--- config.mk ---
export PLATFORM = sky130hd
export DESIGN_NAME = fetchUnit
export DESIGN_NICKNAME = d
export VERILOG_FILES = /design/src/verilog/cpuPkg.sv /design/src/verilog/fetchUnit.sv
export VERILOG_INCLUDE_DIRS = /design/src /design/src/verilog
export SDC_FILE = /design/constraint.sdc
export NUM_CORES = 1
export LEC_CHECK = 0
export BUFFER_PORTS_ARGS = -buffer_cell sky130_fd_sc_hd__clkbuf_2
export CAP_MARGIN = 20
export CORE_MARGIN = 1.5
export CORE_UTILIZATION = 40
export CTS_CLUSTER_SIZE = 30
export DETAILED_ROUTE_END_ITERATION = 10
export GPL_ROUTABILITY_DRIVEN = 0
export GPL_TIMING_DRIVEN = 0
export HOLD_SLACK_MARGIN = 0.12
export PLACE_DENSITY = 0.68
export SLEW_MARGIN = 5
export SYNTH_ARGS = -nofsm -noshare
export SYNTH_HDL_FRONTEND = slang
export SYNTH_SLANG_ARGS = --single-unit
--- constraint.sdc ---
create_clock -name clk -period 2.7 [get_ports clk]
set_input_delay 0.54 -clock clk [delete_from_list [all_inputs] [get_ports clk]]
set_output_delay 0.54 -clock clk [all_outputs]
set_load 0.02 [all_outputs]
--- src/verilog/cpuMacros.svh ---
`ifndef CPU_MACROS_SVH
`define CPU_MACROS_SVH

////////////////////////////////////////
// datapath
////////////////////////////////////////

// data word and byte address width
`define WORD_WIDTH 32

// register file geometry
`define REG_ADDR_WIDTH 5
`define REG_COUNT 32

////////////////////////////////////////
// memories and sequencing
////////////////////////////////////////

// data memory depth in words
`define DMEM_WORDS 64

// byte step between sequential instructions
`define PC_STEP 4

`endif
--- src/verilog/cpuPkg.sv ---
`include "cpuMacros.svh"

package cpuPkg;

	typedef logic [`WORD_WIDTH-1:0] wordT;
	typedef logic [`REG_ADDR_WIDTH-1:0] regAddrT;

	// primary opcode field, bits 31:26
	typedef enum logic [5:0] {
		opRType = 6'h00,
		opJ     = 6'h02,
		opBeq   = 6'h04,
		opAddi  = 6'h08,
		opLw    = 6'h23,
		opSw    = 6'h2b
	} opcodeT;

	// function field of register-format words
	typedef enum logic [5:0] {
		fnAdd = 6'h20,
		fnSub = 6'h22,
		fnAnd = 6'h24,
		fnOr  = 6'h25,
		fnSlt = 6'h2a
	} funcT;

	typedef enum logic [2:0] {
		aluAdd,
		aluSub,
		aluAnd,
		aluOr,
		aluSlt
	} aluOpT;

	typedef struct packed {
		logic regWrite;
		logic memRead;
		logic memWrite;
		logic memToReg;
		logic aluSrc;
		logic regDst;
		// ALU operation comes from the function field
		logic rType;
	} ctrlT;

	typedef struct packed {
		wordT pcPlus4;
		wordT instr;
	} ifIdT;

	typedef struct packed {
		ctrlT ctrl;
		wordT rsData;
		wordT rtData;
		wordT imm;
		regAddrT rs;
		regAddrT rt;
		regAddrT rd;
		logic [5:0] funct;
	} idExT;

	typedef struct packed {
		logic regWrite;
		logic memRead;
		logic memWrite;
		logic memToReg;
		wordT aluResult;
		wordT storeData;
		regAddrT dest;
	} exMemT;

	// also the writeback report at the top level
	typedef struct packed {
		logic regWrite;
		wordT data;
		regAddrT dest;
	} memWbT;

endpackage

--- src/verilog/fetchUnit.sv ---
`timescale 1ns/1ps
`include "cpuMacros.svh"

module fetchUnit (
	input  logic clk,
	input  logic reset,
	input  logic stall,
	input  logic redirect,
	input  cpuPkg::wordT target,
	output cpuPkg::wordT pc,
	output cpuPkg::wordT pcPlus4
);
	import cpuPkg::*;

	// sequential successor, also carried to decode for branch targets
	assign pcPlus4 = pc + wordT'(`PC_STEP);

	// redirect wins; decode never raises it while stalled
	always_ff @(posedge clk or posedge reset) begin
		if (reset) begin
			pc <= '0;
		end else if (redirect) begin
			pc <= target;
		end else if (!stall) begin
			pc <= pcPlus4;
		end
	end

	// targets from decode must keep the fetch address on a word boundary
	assert property (@(posedge clk) disable iff (reset) pc[1:0] == 2'b00)
		else $error("fetch address %h not word aligned", pc);

endmodule

# Word level (Yosys, flattened, before mapping)
# Cells that the tools add are included.
# Widths: inputs -> output; s select.
[totals]
regBits = 32
output_inout_bits = 64
[classes]
addsub = 1
n_eq_ne = 1
mux = 2
[op_table]
columns = ["operator", "n"]
rows = [
  ["$mux 32", 2],
  ["$add 32x3->32 const B", 1],
  ["$ne 2x1->1 const B", 1],
]

# Longest topological paths before layout
[logic_depth]
word_depth = 3
ltp_mapped = 6

# Worst setup path before layout
# No wires, ideal clock.
[synth_path]
kind = "register to output"
from = "reg pc[5]"
to = "out pcPlus4[25]"
arrival_time_ns = 2.270
t_required_ns = 2.160
path_slack_ns = -0.110
stages_incl_launch_ff = 7
path_buffers = 2
path_cell_list = "dfrtp_1 > buf_2 > nand4_4 > or4_1 > buf_2 > or3_1 > xnor2_1"
[synth_between]
elab_chain_cells = 1
[synth_rtl]
columns = ["element", "line_no", "text"]
rows = [
  ["from (decl)", "fetchUnit.sv:10", "output cpuPkg::wordT pc,"],
  ["from (signal assigned)", "fetchUnit.sv:23", "pc <= target;"],
  ["from (signal assigned)", "fetchUnit.sv:25", "pc <= pcPlus4;"],
  ["$add 32x3->32", "fetchUnit.sv:16", "assign pcPlus4 = pc + wordT'(`PC_STEP);"],
  ["to (decl)", "fetchUnit.sv:11", "output cpuPkg::wordT pcPlus4"],
]
# No other way between the ends.

# Worst setup path after layout
[layout_path]
from = "reg pc[9]"
to = "out pcPlus4[25]"
# The elaborated chain is that of the path after synthesis.

==> impl_metrics.py <==
metrics = {
    "global_routing": {
        "grt_max_degree": 21,
        "antenna_found_initial": 0,
        "track_usage": 0.242,
        "grt_pass1_wl_um": 12000,
        "grt_overflow": 0,
        "grt_pass1_vias": 2440,
    },
    "die": {
        "pin_count": 100,
        "start_util": 0.411,
        "die_w_um": 80.8,
        "die_height_um": 80.8,
        "rows": 28,
        "die_area_um2": 6530,
        "core_area_um2": 5890,
    },
    "timing": {
        "finalHoldViolations": 0,
        "max_freq_ghz": 0.368,
        "max_slew_margin": 0.518,
        "max_slew.worst_pin.slew_ns": 0.717,
        "finalSetupTns_ns": -0.0171,
        "finalClockSkew_ns": 0.00917,
        "setup_viol_count_final": 1,
        "fin_crit_sh": 1.01,
        "layout_setup_ws_ns": -0.0171,
        "grt_setup_unrepaired": "yes",
        "period_minus_slack_ns": 2.72,
        "holdWs_ns": 0.291,
        "slew_viol_final": 0,
    },
    "synthesis": {
        "async_reset_ff_frac": 1.00,
        "yosysTopAreaCellShare": 0.331,
        "synth_edf_count": 0,
        "synthAdderAreaFrac": 0.00517,
        "synth_cells": 301,
        "synth-compound-area-share": 0.114,
        "synthesis.area_um2": 2420,
        "synth_mux_area_frac": 0.0176,
        "synth_top_family_by_area": "simple AND/OR/NAND/NOR gates",
        "syn_avg_cell_area_um2": 8.04,
        "synth-simple-area-share": 0.327,
        "ys_ff_latch": 32,
        "synth_area_leaders": "dfrtp_1 33%, xnor2_1 7.2%, xor2_1 7.2%",
        "synth_fp_nets": 338,
        "ys_warn_count": 0,
        "ys.flop_type": "dfrtp_1",
        "yosysTopAreaCell": "dfrtp_1",
        "synth-seq-area-share": 0.331,
        "yosys.area_share.xor_xnor": 0.145,
        "ys_types": 39,
    },
    "finish": {
        "fillCellCount": 560,
        "top_register": "pc",
        "largest_reg_flops": 32,
        "syn_to_final_growth_pct": 41.5,
        "drive_gt1_frac": 0.394,
        "top_regs": "pc x32",
        "nets": 457,
        "fin_area_um2": 3430,
        "diodes": 0,
    },
    "setup_path": {
        "crit_type": "reg2out",
        "reg2regPathDepth": 5,
        "cp-start-kind": "flip-flop",
        "setup.worst_path.end_class": "output pin",
        "cp_max_fo": 4,
        "crit_required_ns": 2.16,
        "arrival_ns": 2.18,
    },
    "placed_design": {
        "place_hpwl_um": 5730,
        "portBuffers": 98,
        "post_dp_cell_area_um2": 3060,
    },
    "run_status": {
        "outcome": "complete, but fails checks",
        "failed_checks": "setup timing",
    },
    "power": {
        "ir_drop_mv": 0.226,
        "leakage_uw": 0.00149,
        "pwr_density_cell_nw_per_um2": 468,
    },
    "clock_network": {
        "cts_buffers": 5,
        "cts.clk_slew.worst_paths_ns": 0.07,
        "cts.sinks": 32,
        "ctsHoldBuffers": 0,
        "clk_latency_ns": 0.29,
        "tritoncts": "built",
        "clock_path_buffers": 2,
        "root_buffer": "clkbuf_8",
        "htree_levels": 2,
    },
    "detailed_routing": {
        "drtAntennaViolNets": 0,
        "vias": 2829,
        "wire_per_inst_um": 16.2,
        "drt-initial-drc-count": 242,
        "totalWireLength_um": 8040,
        "drt_first_pass_iters": 5,
        "drc": 0,
        "via_per_inst": 5.70,
    },
    "worst_hold_path": {
        "hold_class": "in2async",
    },
    "run": {
        "maxCapViolCount": 0,
    },
}
power by group:
| group | internal, µW | switching (µW) |
|---|---|---|
| sequential | 529 | 79.8 |
| clock | 233 | 184 |
| combinational | 225 | 350 |
| total | 988 | 614 |
cell usage after synthesis, types with 2 or more instances:
master	instances
buf_2	7
nand3_1	16
or4_1	11
and3_1	3
and2_1	3
xnor2_1	20
nor2b_1	2
o21ai_0	15
xor2_1	20
a31oi_1	13
dfrtp_1	32
and4_1	2
o31ai_1	8
or3_1	6
nand4b_1	5
buf_4	3
nand4_1	12
nor2_1	24
mux2_2	2
clkbuf_1	17
inv_1	5
o41ai_1	2
nor3_1	18
mux2i_1	2
nor4_1	8
nand2_1	32
path summary, 6_finish.rpt:
path	slack, ns	start	endpoint
hold / removal	0.29	reset	pc[20]
hold reg to reg	0.54	pc[0]	pc[0]
setup reg to reg	0.36	pc[3]	pc[20]
min in group clk	0.46	target[9]	pc[9]
max in group asynchronous	1.88	reset	pc[12]
setup / recovery	-0.02	pc[9]	pcPlus4[25]
per-layer routing:
| metal | global-route usage | up-vias | part of all wire |
|---|---|---|---|
| li1 | - | 1336 | - |
| met1 | 0.322 | 1297 | 0.42 |
| met2 | 0.398 | 178 | 0.46 |
| met3 | 0.0461 | 18 | 0.099 |
| met4 | 0.0707 | 0 | 0.021 |
| met5 | 0 | - | 0 |
what timing repair did:
item                                    in CTS  in global routing
endpoints found under the setup margin      19                 15
pin swaps                                    7                  5
gates cloned                                 0                  1
resized for setup                           33                 11
setup buffers                               12                  9
final cells by class:
class,count,area [µm²],share of cell area
multi-input cells,236,1590,0.464
flip-flops and latches,32,815,0.238
repair buffers,120,693,0.202
plain buffers,19,111,0.0325
inverters,6,22.5,0.00657
clock buffers,8,100,0.0292
well taps,75,93.8,0.0274
cell families after synthesis:
logic type               Yosys count
buffers and inverters             34
AO/OA/AOI/OAI                     43
adder cells (fa/ha/maj)            1
flip-flops                        32
XOR/XNOR                          40
multiplexers                       4
AND/OR/NAND/NOR                  147
per-stage QoR:
| stage | std cells | utilization | total power, µW | worst slack (ns) |
|---|---|---|---|---|
| final | 496 | 0.582 | 1600 | -0.0171 |
| after global routing | 496 | 0.582 | 1690 | -0.124 |
| after CTS | 488 | 0.566 | 1580 | -0.0212 |
| after detailed placement | 475 | 0.520 | 1130 | -0.0718 |
| after global placement | 474 | 0.515 | 1120 | -0.0446 |
| after floorplan | 301 | - | 941 | 0.00497 |
placed cells by master (no fill, tap or decap), types with 13 or more instances in the layout:
cell      netlist  layout
xor2_1         20      20
dfrtp_1        32      21
nand3_1        16      14
o21ai_0        15      15
nor2_1         24      23
xnor2_1        20      19
nand2_1        32      31
clkbuf_2        0      94
a31oi_1        13      13
nor3_1         18      16
buf_4           3      24
worst max-delay path: stages, from the launching register on:
cell      delay (ns)
dfrtp_1         0.37
buf_6           0.11
nand4_1         0.14
or4_4           0.58
or3_4           0.36
xnor2_2         0.16
clkbuf_8        0.16
Power figures use the tool's default switching activity.
