## config.mk

```make
export PLATFORM = sky130hd
export DESIGN_NAME = memoryUnit
export DESIGN_NICKNAME = d
export VERILOG_FILES = /design/src/verilog/cpuPkg.sv /design/src/verilog/memoryUnit.sv
export VERILOG_INCLUDE_DIRS = /design/src /design/src/verilog
export SDC_FILE = /design/constraint.sdc
export NUM_CORES = 2
export LEC_CHECK = 0
export BUFFER_PORTS_ARGS = -buffer_cell sky130_fd_sc_hd__buf_2
export CAP_MARGIN = 20
export CORE_MARGIN = 2
export CORE_UTILIZATION = 41
export DETAILED_ROUTE_END_ITERATION = 12
export PLACE_DENSITY = 0.53
export SLEW_MARGIN = 30
export SYNTH_ARGS = -nofsm -noshare
export SYNTH_HDL_FRONTEND = slang
export SYNTH_SLANG_ARGS = --single-unit
```

## constraint.sdc

```tcl
create_clock -name clk -period 179.9 [get_ports clk]
set_input_delay 26.985 -clock clk [delete_from_list [all_inputs] [get_ports clk]]
set_output_delay 26.985 -clock clk [all_outputs]
set_load 0.02 [all_outputs]
```

## src/verilog/cpuMacros.svh

```systemverilog
`ifndef CPU_MACROS_SVH
`define CPU_MACROS_SVH

////////////////////////////////////////
// datapath
////////////////////////////////////////

// data word and byte address width
`define WORD_WIDTH 32

// register file geometry
`define REG_ADDR_WIDTH 5
`define REG_COUNT 32

////////////////////////////////////////
// memories and sequencing
////////////////////////////////////////

// data memory depth in words
`define DMEM_WORDS 64

// byte step between sequential instructions
`define PC_STEP 4

`endif
```

## src/verilog/cpuPkg.sv

```systemverilog
`include "cpuMacros.svh"

package cpuPkg;

	typedef logic [`WORD_WIDTH-1:0] wordT;
	typedef logic [`REG_ADDR_WIDTH-1:0] regAddrT;

	// primary opcode field, bits 31:26
	typedef enum logic [5:0] {
		opRType = 6'h00,
		opJ     = 6'h02,
		opBeq   = 6'h04,
		opAddi  = 6'h08,
		opLw    = 6'h23,
		opSw    = 6'h2b
	} opcodeT;

	// function field of register-format words
	typedef enum logic [5:0] {
		fnAdd = 6'h20,
		fnSub = 6'h22,
		fnAnd = 6'h24,
		fnOr  = 6'h25,
		fnSlt = 6'h2a
	} funcT;

	typedef enum logic [2:0] {
		aluAdd,
		aluSub,
		aluAnd,
		aluOr,
		aluSlt
	} aluOpT;

	typedef struct packed {
		logic regWrite;
		logic memRead;
		logic memWrite;
		logic memToReg;
		logic aluSrc;
		logic regDst;
		// ALU operation comes from the function field
		logic rType;
	} ctrlT;

	typedef struct packed {
		wordT pcPlus4;
		wordT instr;
	} ifIdT;

	typedef struct packed {
		ctrlT ctrl;
		wordT rsData;
		wordT rtData;
		wordT imm;
		regAddrT rs;
		regAddrT rt;
		regAddrT rd;
		logic [5:0] funct;
	} idExT;

	typedef struct packed {
		logic regWrite;
		logic memRead;
		logic memWrite;
		logic memToReg;
		wordT aluResult;
		wordT storeData;
		regAddrT dest;
	} exMemT;

	// also the writeback report at the top level
	typedef struct packed {
		logic regWrite;
		wordT data;
		regAddrT dest;
	} memWbT;

endpackage

```

## src/verilog/memoryUnit.sv

```systemverilog
`timescale 1ns/1ps
`include "cpuMacros.svh"

module memoryUnit (
	input  logic clk,
	input  logic reset,
	input  cpuPkg::exMemT exMem,
	output cpuPkg::memWbT memWb
);
	import cpuPkg::*;

	localparam int indexWidth = $clog2(`DMEM_WORDS);

	wordT dataMem [`DMEM_WORDS];
	logic [indexWidth-1:0] wordIndex;
	wordT loadData;

	// byte address to word index
	assign wordIndex = exMem.aluResult[indexWidth+1:2];
	assign loadData = dataMem[wordIndex];

	always_ff @(posedge clk or posedge reset) begin
		if (reset) begin
			for (int i = 0; i < `DMEM_WORDS; i++)
				dataMem[i] <= '0;
		end else if (exMem.memWrite) begin
			dataMem[wordIndex] <= exMem.storeData;
		end
	end

	// writes to register 0 are dropped here, so they never report
	assign memWb.regWrite = exMem.regWrite && (exMem.dest != '0);
	assign memWb.data = exMem.memToReg ? loadData : exMem.aluResult;
	assign memWb.dest = exMem.dest;

	assert property (@(posedge clk) disable iff (reset) !(exMem.memRead && exMem.memWrite))
		else $error("load and store controls set together");

endmodule

```

# [Word-level counts from Yosys, hierarchy flattened]
# Cells that the tools add are included.
[word_totals] register_bits=2048 word_cells=77 in_bits=75 output_inout_bits=38
[classes] n_lt_le_gt_ge=2 n_mux=7 n_bitwise=1 reduce_logical=3
[ops] op="$bwmux 2048" count=1
[ops] op="$bmux 32 s6" count=1
[ops] op="$demux 32 s6" count=1
[ops] op="$mux 32" count=4
[ops] op="$ge 7x7->1 const B" count=1
[ops] op="$lt 7x1->1 const B" count=1
[ops] op="$not 6->7" count=1
[ops] op="$reduce_bool 5->1" count=1
[ops] op="$logic_and 1x1->1" count=2

# [Depth between registers and ports, before layout]
[depth] depth_word=6 mapped_depth=12 ltp_nobuf=6

# [Least setup slack after synthesis]
# Ideal clock, no wire load.
[synth_timing] kind="input port to output port" startpoint="input exMem[39] in the netlist's numbering" endpoint="output memWb[27] in the netlist's numbering" path_slack_ns=124.064 arrival_ns=28.851 path_buffers=4 required_time_ns=152.915 cell_stages=9 cell_sequence="buf_6 -> buf_6 -> buf_6 -> buf_2 -> mux2_2 -> a221oi_1 -> o21ai_0 -> a211oi_1 -> a41oi_1"
[synth_lines] item="start, declared" line_no="memoryUnit.sv:7" source="input cpuPkg::exMemT exMem,"
[synth_lines] item="end, declared" line_no="memoryUnit.sv:8" source="output cpuPkg::memWbT memWb"

==> summary.txt <==
Status
  • Status: finished, final reports clean

CTS
  • TritonCTS clock tree: done
  • Count of H-tree levels built during CTS: 4
  • Number of sinks handled by clock tree synthesis: 2048
  • Number of instances resized during post-cts repair: 0
  • Clock transition at the registers of the reported paths: 60 ps
  • Clock tree buffer depth: 3
  • Clk_lat worst skew: 850 ps
  • CTS root buf: clkbuf_16
  • Number of buffers inserted during clock tree synthesis: 220
  • Hold_buf cts: 0
  • Post CTS Setup Buffer Count: 0

Route
  • Wire per inst: 34.22 microns
  • Vias per std cell: 6.220
  • DRC violations left: 0
  • Post-detailed-route count of antenna-violating nets: 0
  • Number of design-rule violations left by the first detailed-router iteration: 5361
  • Detailed Routing Iterations Pass 1: 5
  • Total via count after detailed routing: 59970
  • Routed WL: 329.9 mm

Global route
  • Number of antenna violations at the first check in global routing: 20
  • Vias in the first global route: 61020
  • Pin count of the biggest net entering global routing: 171
  • Global route total overflow: 0
  • GR Util All Layers: 28.28%
  • Global-route wire length before repair: 470.6 mm

STA
  • Clock Skew: 0 ps
  • Transition time at the pin with the least slew margin: 1074 ps
  • Setup Total Neg Slack: 0 ps
  • Normalized max-slew margin: 28.39%
  • Crit path setup slack, layout: 120300 ps
  • Achievable clock frequency: 16.78 MHz
  • Unrepaired setup endpoints after global routing: false
  • Final Hold Fails: 0
  • Max-slew violation total from the final report: 0
  • Worst hold slack: 477.5 ps
  • Final period utilization: 33.13%
  • Post-layout min period: 59600 ps
  • Number of setup violations in the final report: 0

Yosys
  • Synthesis-stage register bit count: 2048
  • Synth Area in XOR/XNOR: 0%
  • Count of synthesis-stage warnings from yosys: 0
  • Combined area of all synthesized cells: 0.09371 sq mm
  • Compound-gate portion of the synthesized area: 7.346%
  • Adder and majority gate portion of the synthesized area: 0%
  • Synth top area share: 54.69%
  • Largest family of logic cells by synthesized area: multiplexers
  • Post-synth cell types: 71
  • Sequential share of the synthesized area: 54.69%
  • Number of enable-type register cells in the synthesized netlist: 0
  • Mux share of post-synthesis cell area: 32.53%
  • Mean Syn Cell Area: 14.19 sq um
  • Cell count after synthesis: 6603
  • Area share of and/or/nand/nor cells after synthesis: 1.673%
  • Synth Flop Type: dfrtp_1
  • Area contributors post-synth: dfrtp_1, mux2_2, mux4_2
  • Library cell occupying the most area in the post-synthesis netlist: dfrtp_1
  • Share of synthesized registers carrying an async set or reset: 100.0%
  • Synth Net Count: 6678

Cells and area
  • Commonest cells after routing, fill and taps aside: mux2_2, dfrtp_1, a221oi_1
  • Register with the most flip-flops: dataMem
  • Synthesis-to-layout area growth: 11.36%
  • Layout cells sized above 1: 46.65%
  • Nets: 6521
  • Flip-flop count of the largest register after layout: 2048
  • Top flop regs: dataMem (2048)
  • Commonest non-fill, non-tap cell in the layout: mux2_2

Floorplanning
  • Total core area: 0.2273 sq mm
  • Die Wd: 482.1 microns
  • Initial cell density of the core: 41.23%
  • DIE HEIGHT: 482.1 microns
  • Overall die area: 0.2324 sq mm
  • Boundary Pins: 113
  • Site Rows: 175

Worst setup path
  • Capture point of the critical path: memWb[6]
  • Largest stage delay on the critical path: 750 ps
  • Register-to-register path setup slack: 179110 ps
  • Critical Path Sink Type: primary output
  • Critical R2R Capture: dataMem[24]$_DFFE_PP0P_
  • Start point of the critical path: exMem[39]
  • Standard cell with the maximum stage delay on the critical path: buf_4
  • Library cell appearing most often on the critical path: buf_4
  • Endpoint required time on the critical path: 152910 ps
  • Largest fanout on the critical path: 45
  • Critical path arrival: 32610 ps
  • Launch instance of the worst register-to-register path: dataMem[24]$_DFFE_PP0P_
  • Worst-path cell chain: buf_8, buf_4, buf_4, buf_4, buf_4, mux2_2, a221o_1, a22oi_1, o221ai_1, a211oi_1, a41oi_1, buf_2
  • Worst setup path class: in -> out
  • Kind of launch point of the worst setup path: primary input
  • Worst r2r path cells: 1

Placed design
  • IO buf count: 111
  • HPWL after detailed placement: 190.7 mm
  • Post-Place Setup Slack: 120450 ps
  • Placer congestion estimate: 0.8028

Pwr
  • Share of power burned in the clock network: 39.8%
  • Logic gate share of total power: 13.0%
  • Sw Ratio: 25.50%
  • P per Cell Area: 11.17 mW/mm^2
  • Part of the total power dissipated in sequential elements: 47.2%
  • Reported net switching power: 0.0002973 W
  • Static leakage: 48.21 nW
  • Internal Dissipation: 0.0008685 W
  • Worst VDD drop: 0.00001170 V

Job
  • Max-cap check violation count: 0

Hold path
  • Hold/Removal Path Class: reg -> reg
-- Yosys cell counts, drive strengths merged (5+ instances only) --
library cell	number
o31ai	6
nor2b	7
nand2	105
o22a	14
nor2	170
buf	426
a211oi	15
and3	15
a221oi	244
mux2i	196
o21ai	88
clkbuf	286
a221o	32
mux4	158
o2111ai	7
and2	5
dfrtp	2048
a22o	31
mux2	2215
o211ai	6
a21oi	107
o2bb2ai	14
o21a	6
a22oi	168
a222oi	8
nand4	6
a41oi	12
inv	5
nand3	17
o221ai	20
nand2b	7
o32a	13
a31oi	13
o22ai	91
-- stage by stage --
step	total power (W)	std cells	instance area (sq um)	util (%)
2_1_floorplan	0.0006655	6603	93710	-
3_3_place_gp	0.0007012	9227	96750	42.57
3_5_place_dp	0.0007090	9228	96810	42.59
4_1_cts	0.001173	9630	104200	45.85
5_1_grt	0.001211	9637	104300	45.91
6_report	0.001166	9641	104400	45.92
-- metal layers --
| layer | wire length, microns | track usage (%) | up-vias |
|---|---|---|---|
| li1 | - | - | 24300 |
| met1 | 144400 | 39.49 | 33110 |
| met2 | 152400 | 44.55 | 2004 |
| met3 | 20590 | 4.599 | 551 |
| met4 | 12450 | 10.16 | 2 |
| met5 | 20 | 0 | - |
-- power by group through the flow --
stage          clock, W  sequential, W  combinational (W)
6_report       0.000464       0.000550           0.000151
5_1_grt        0.000492       0.000558           0.000161
4_1_cts        0.000472       0.000550           0.000151
3_5_place_dp          0       0.000558           0.000151
3_3_place_gp          0       0.000555           0.000147
2_1_floorplan         0       0.000555           0.000111
-- critical path, delay by kind of cell --
family                 cells  cell delay (ps)
AOI/OAI and AO/OA          5             1620
buffers and inverters      6             3320
muxes                      1              430
-- logic make-up (layout without fill, tap and decap cells) --
kind of cell	count (synthesis)	count (layout)
buffers and inverters	717	740
AO/OA/AOI/OAI	914	914
flip-flops	2048	2048
AND/OR/NAND/NOR	355	355
multiplexers	2569	2569
other	0	6
-- area by class of cell --
class | instances | area (sq um)
antenna | 6 | 15.01
clock buffer | 347 | 6789
clock inverter | 55 | 600.6
fill | 20280 | 122900
inverter | 5 | 36.28
multi-input combinational | 3838 | 39380
sequential | 2048 | 51250
tap | 3009 | 3765
timing repair buffer | 333 | 2522
-- worst min path at each step --
stage | startpoint | end | slack [ps] | depth (start not counted)
CTS | dataMem[12]$_DFFE_PP0P_ | dataMem[12]$_DFFE_PP0P_ | 480 | 1
global route | dataMem[16]$_DFFE_PP0P_ | dataMem[16]$_DFFE_PP0P_ | 490 | 1
global placement | dataMem[17]$_DFFE_PP0P_ | dataMem[17]$_DFFE_PP0P_ | 460 | 1
finish | dataMem[1688]$_DFFE_PP0P_ | dataMem[1688]$_DFFE_PP0P_ | 480 | 1
floorplan | dataMem[671]$_DFFE_PP0P_ | dataMem[671]$_DFFE_PP0P_ | 450 | 1
detailed placement | dataMem[12]$_DFFE_PP0P_ | dataMem[12]$_DFFE_PP0P_ | 470 | 1
(Power assumes the default switching activity.)
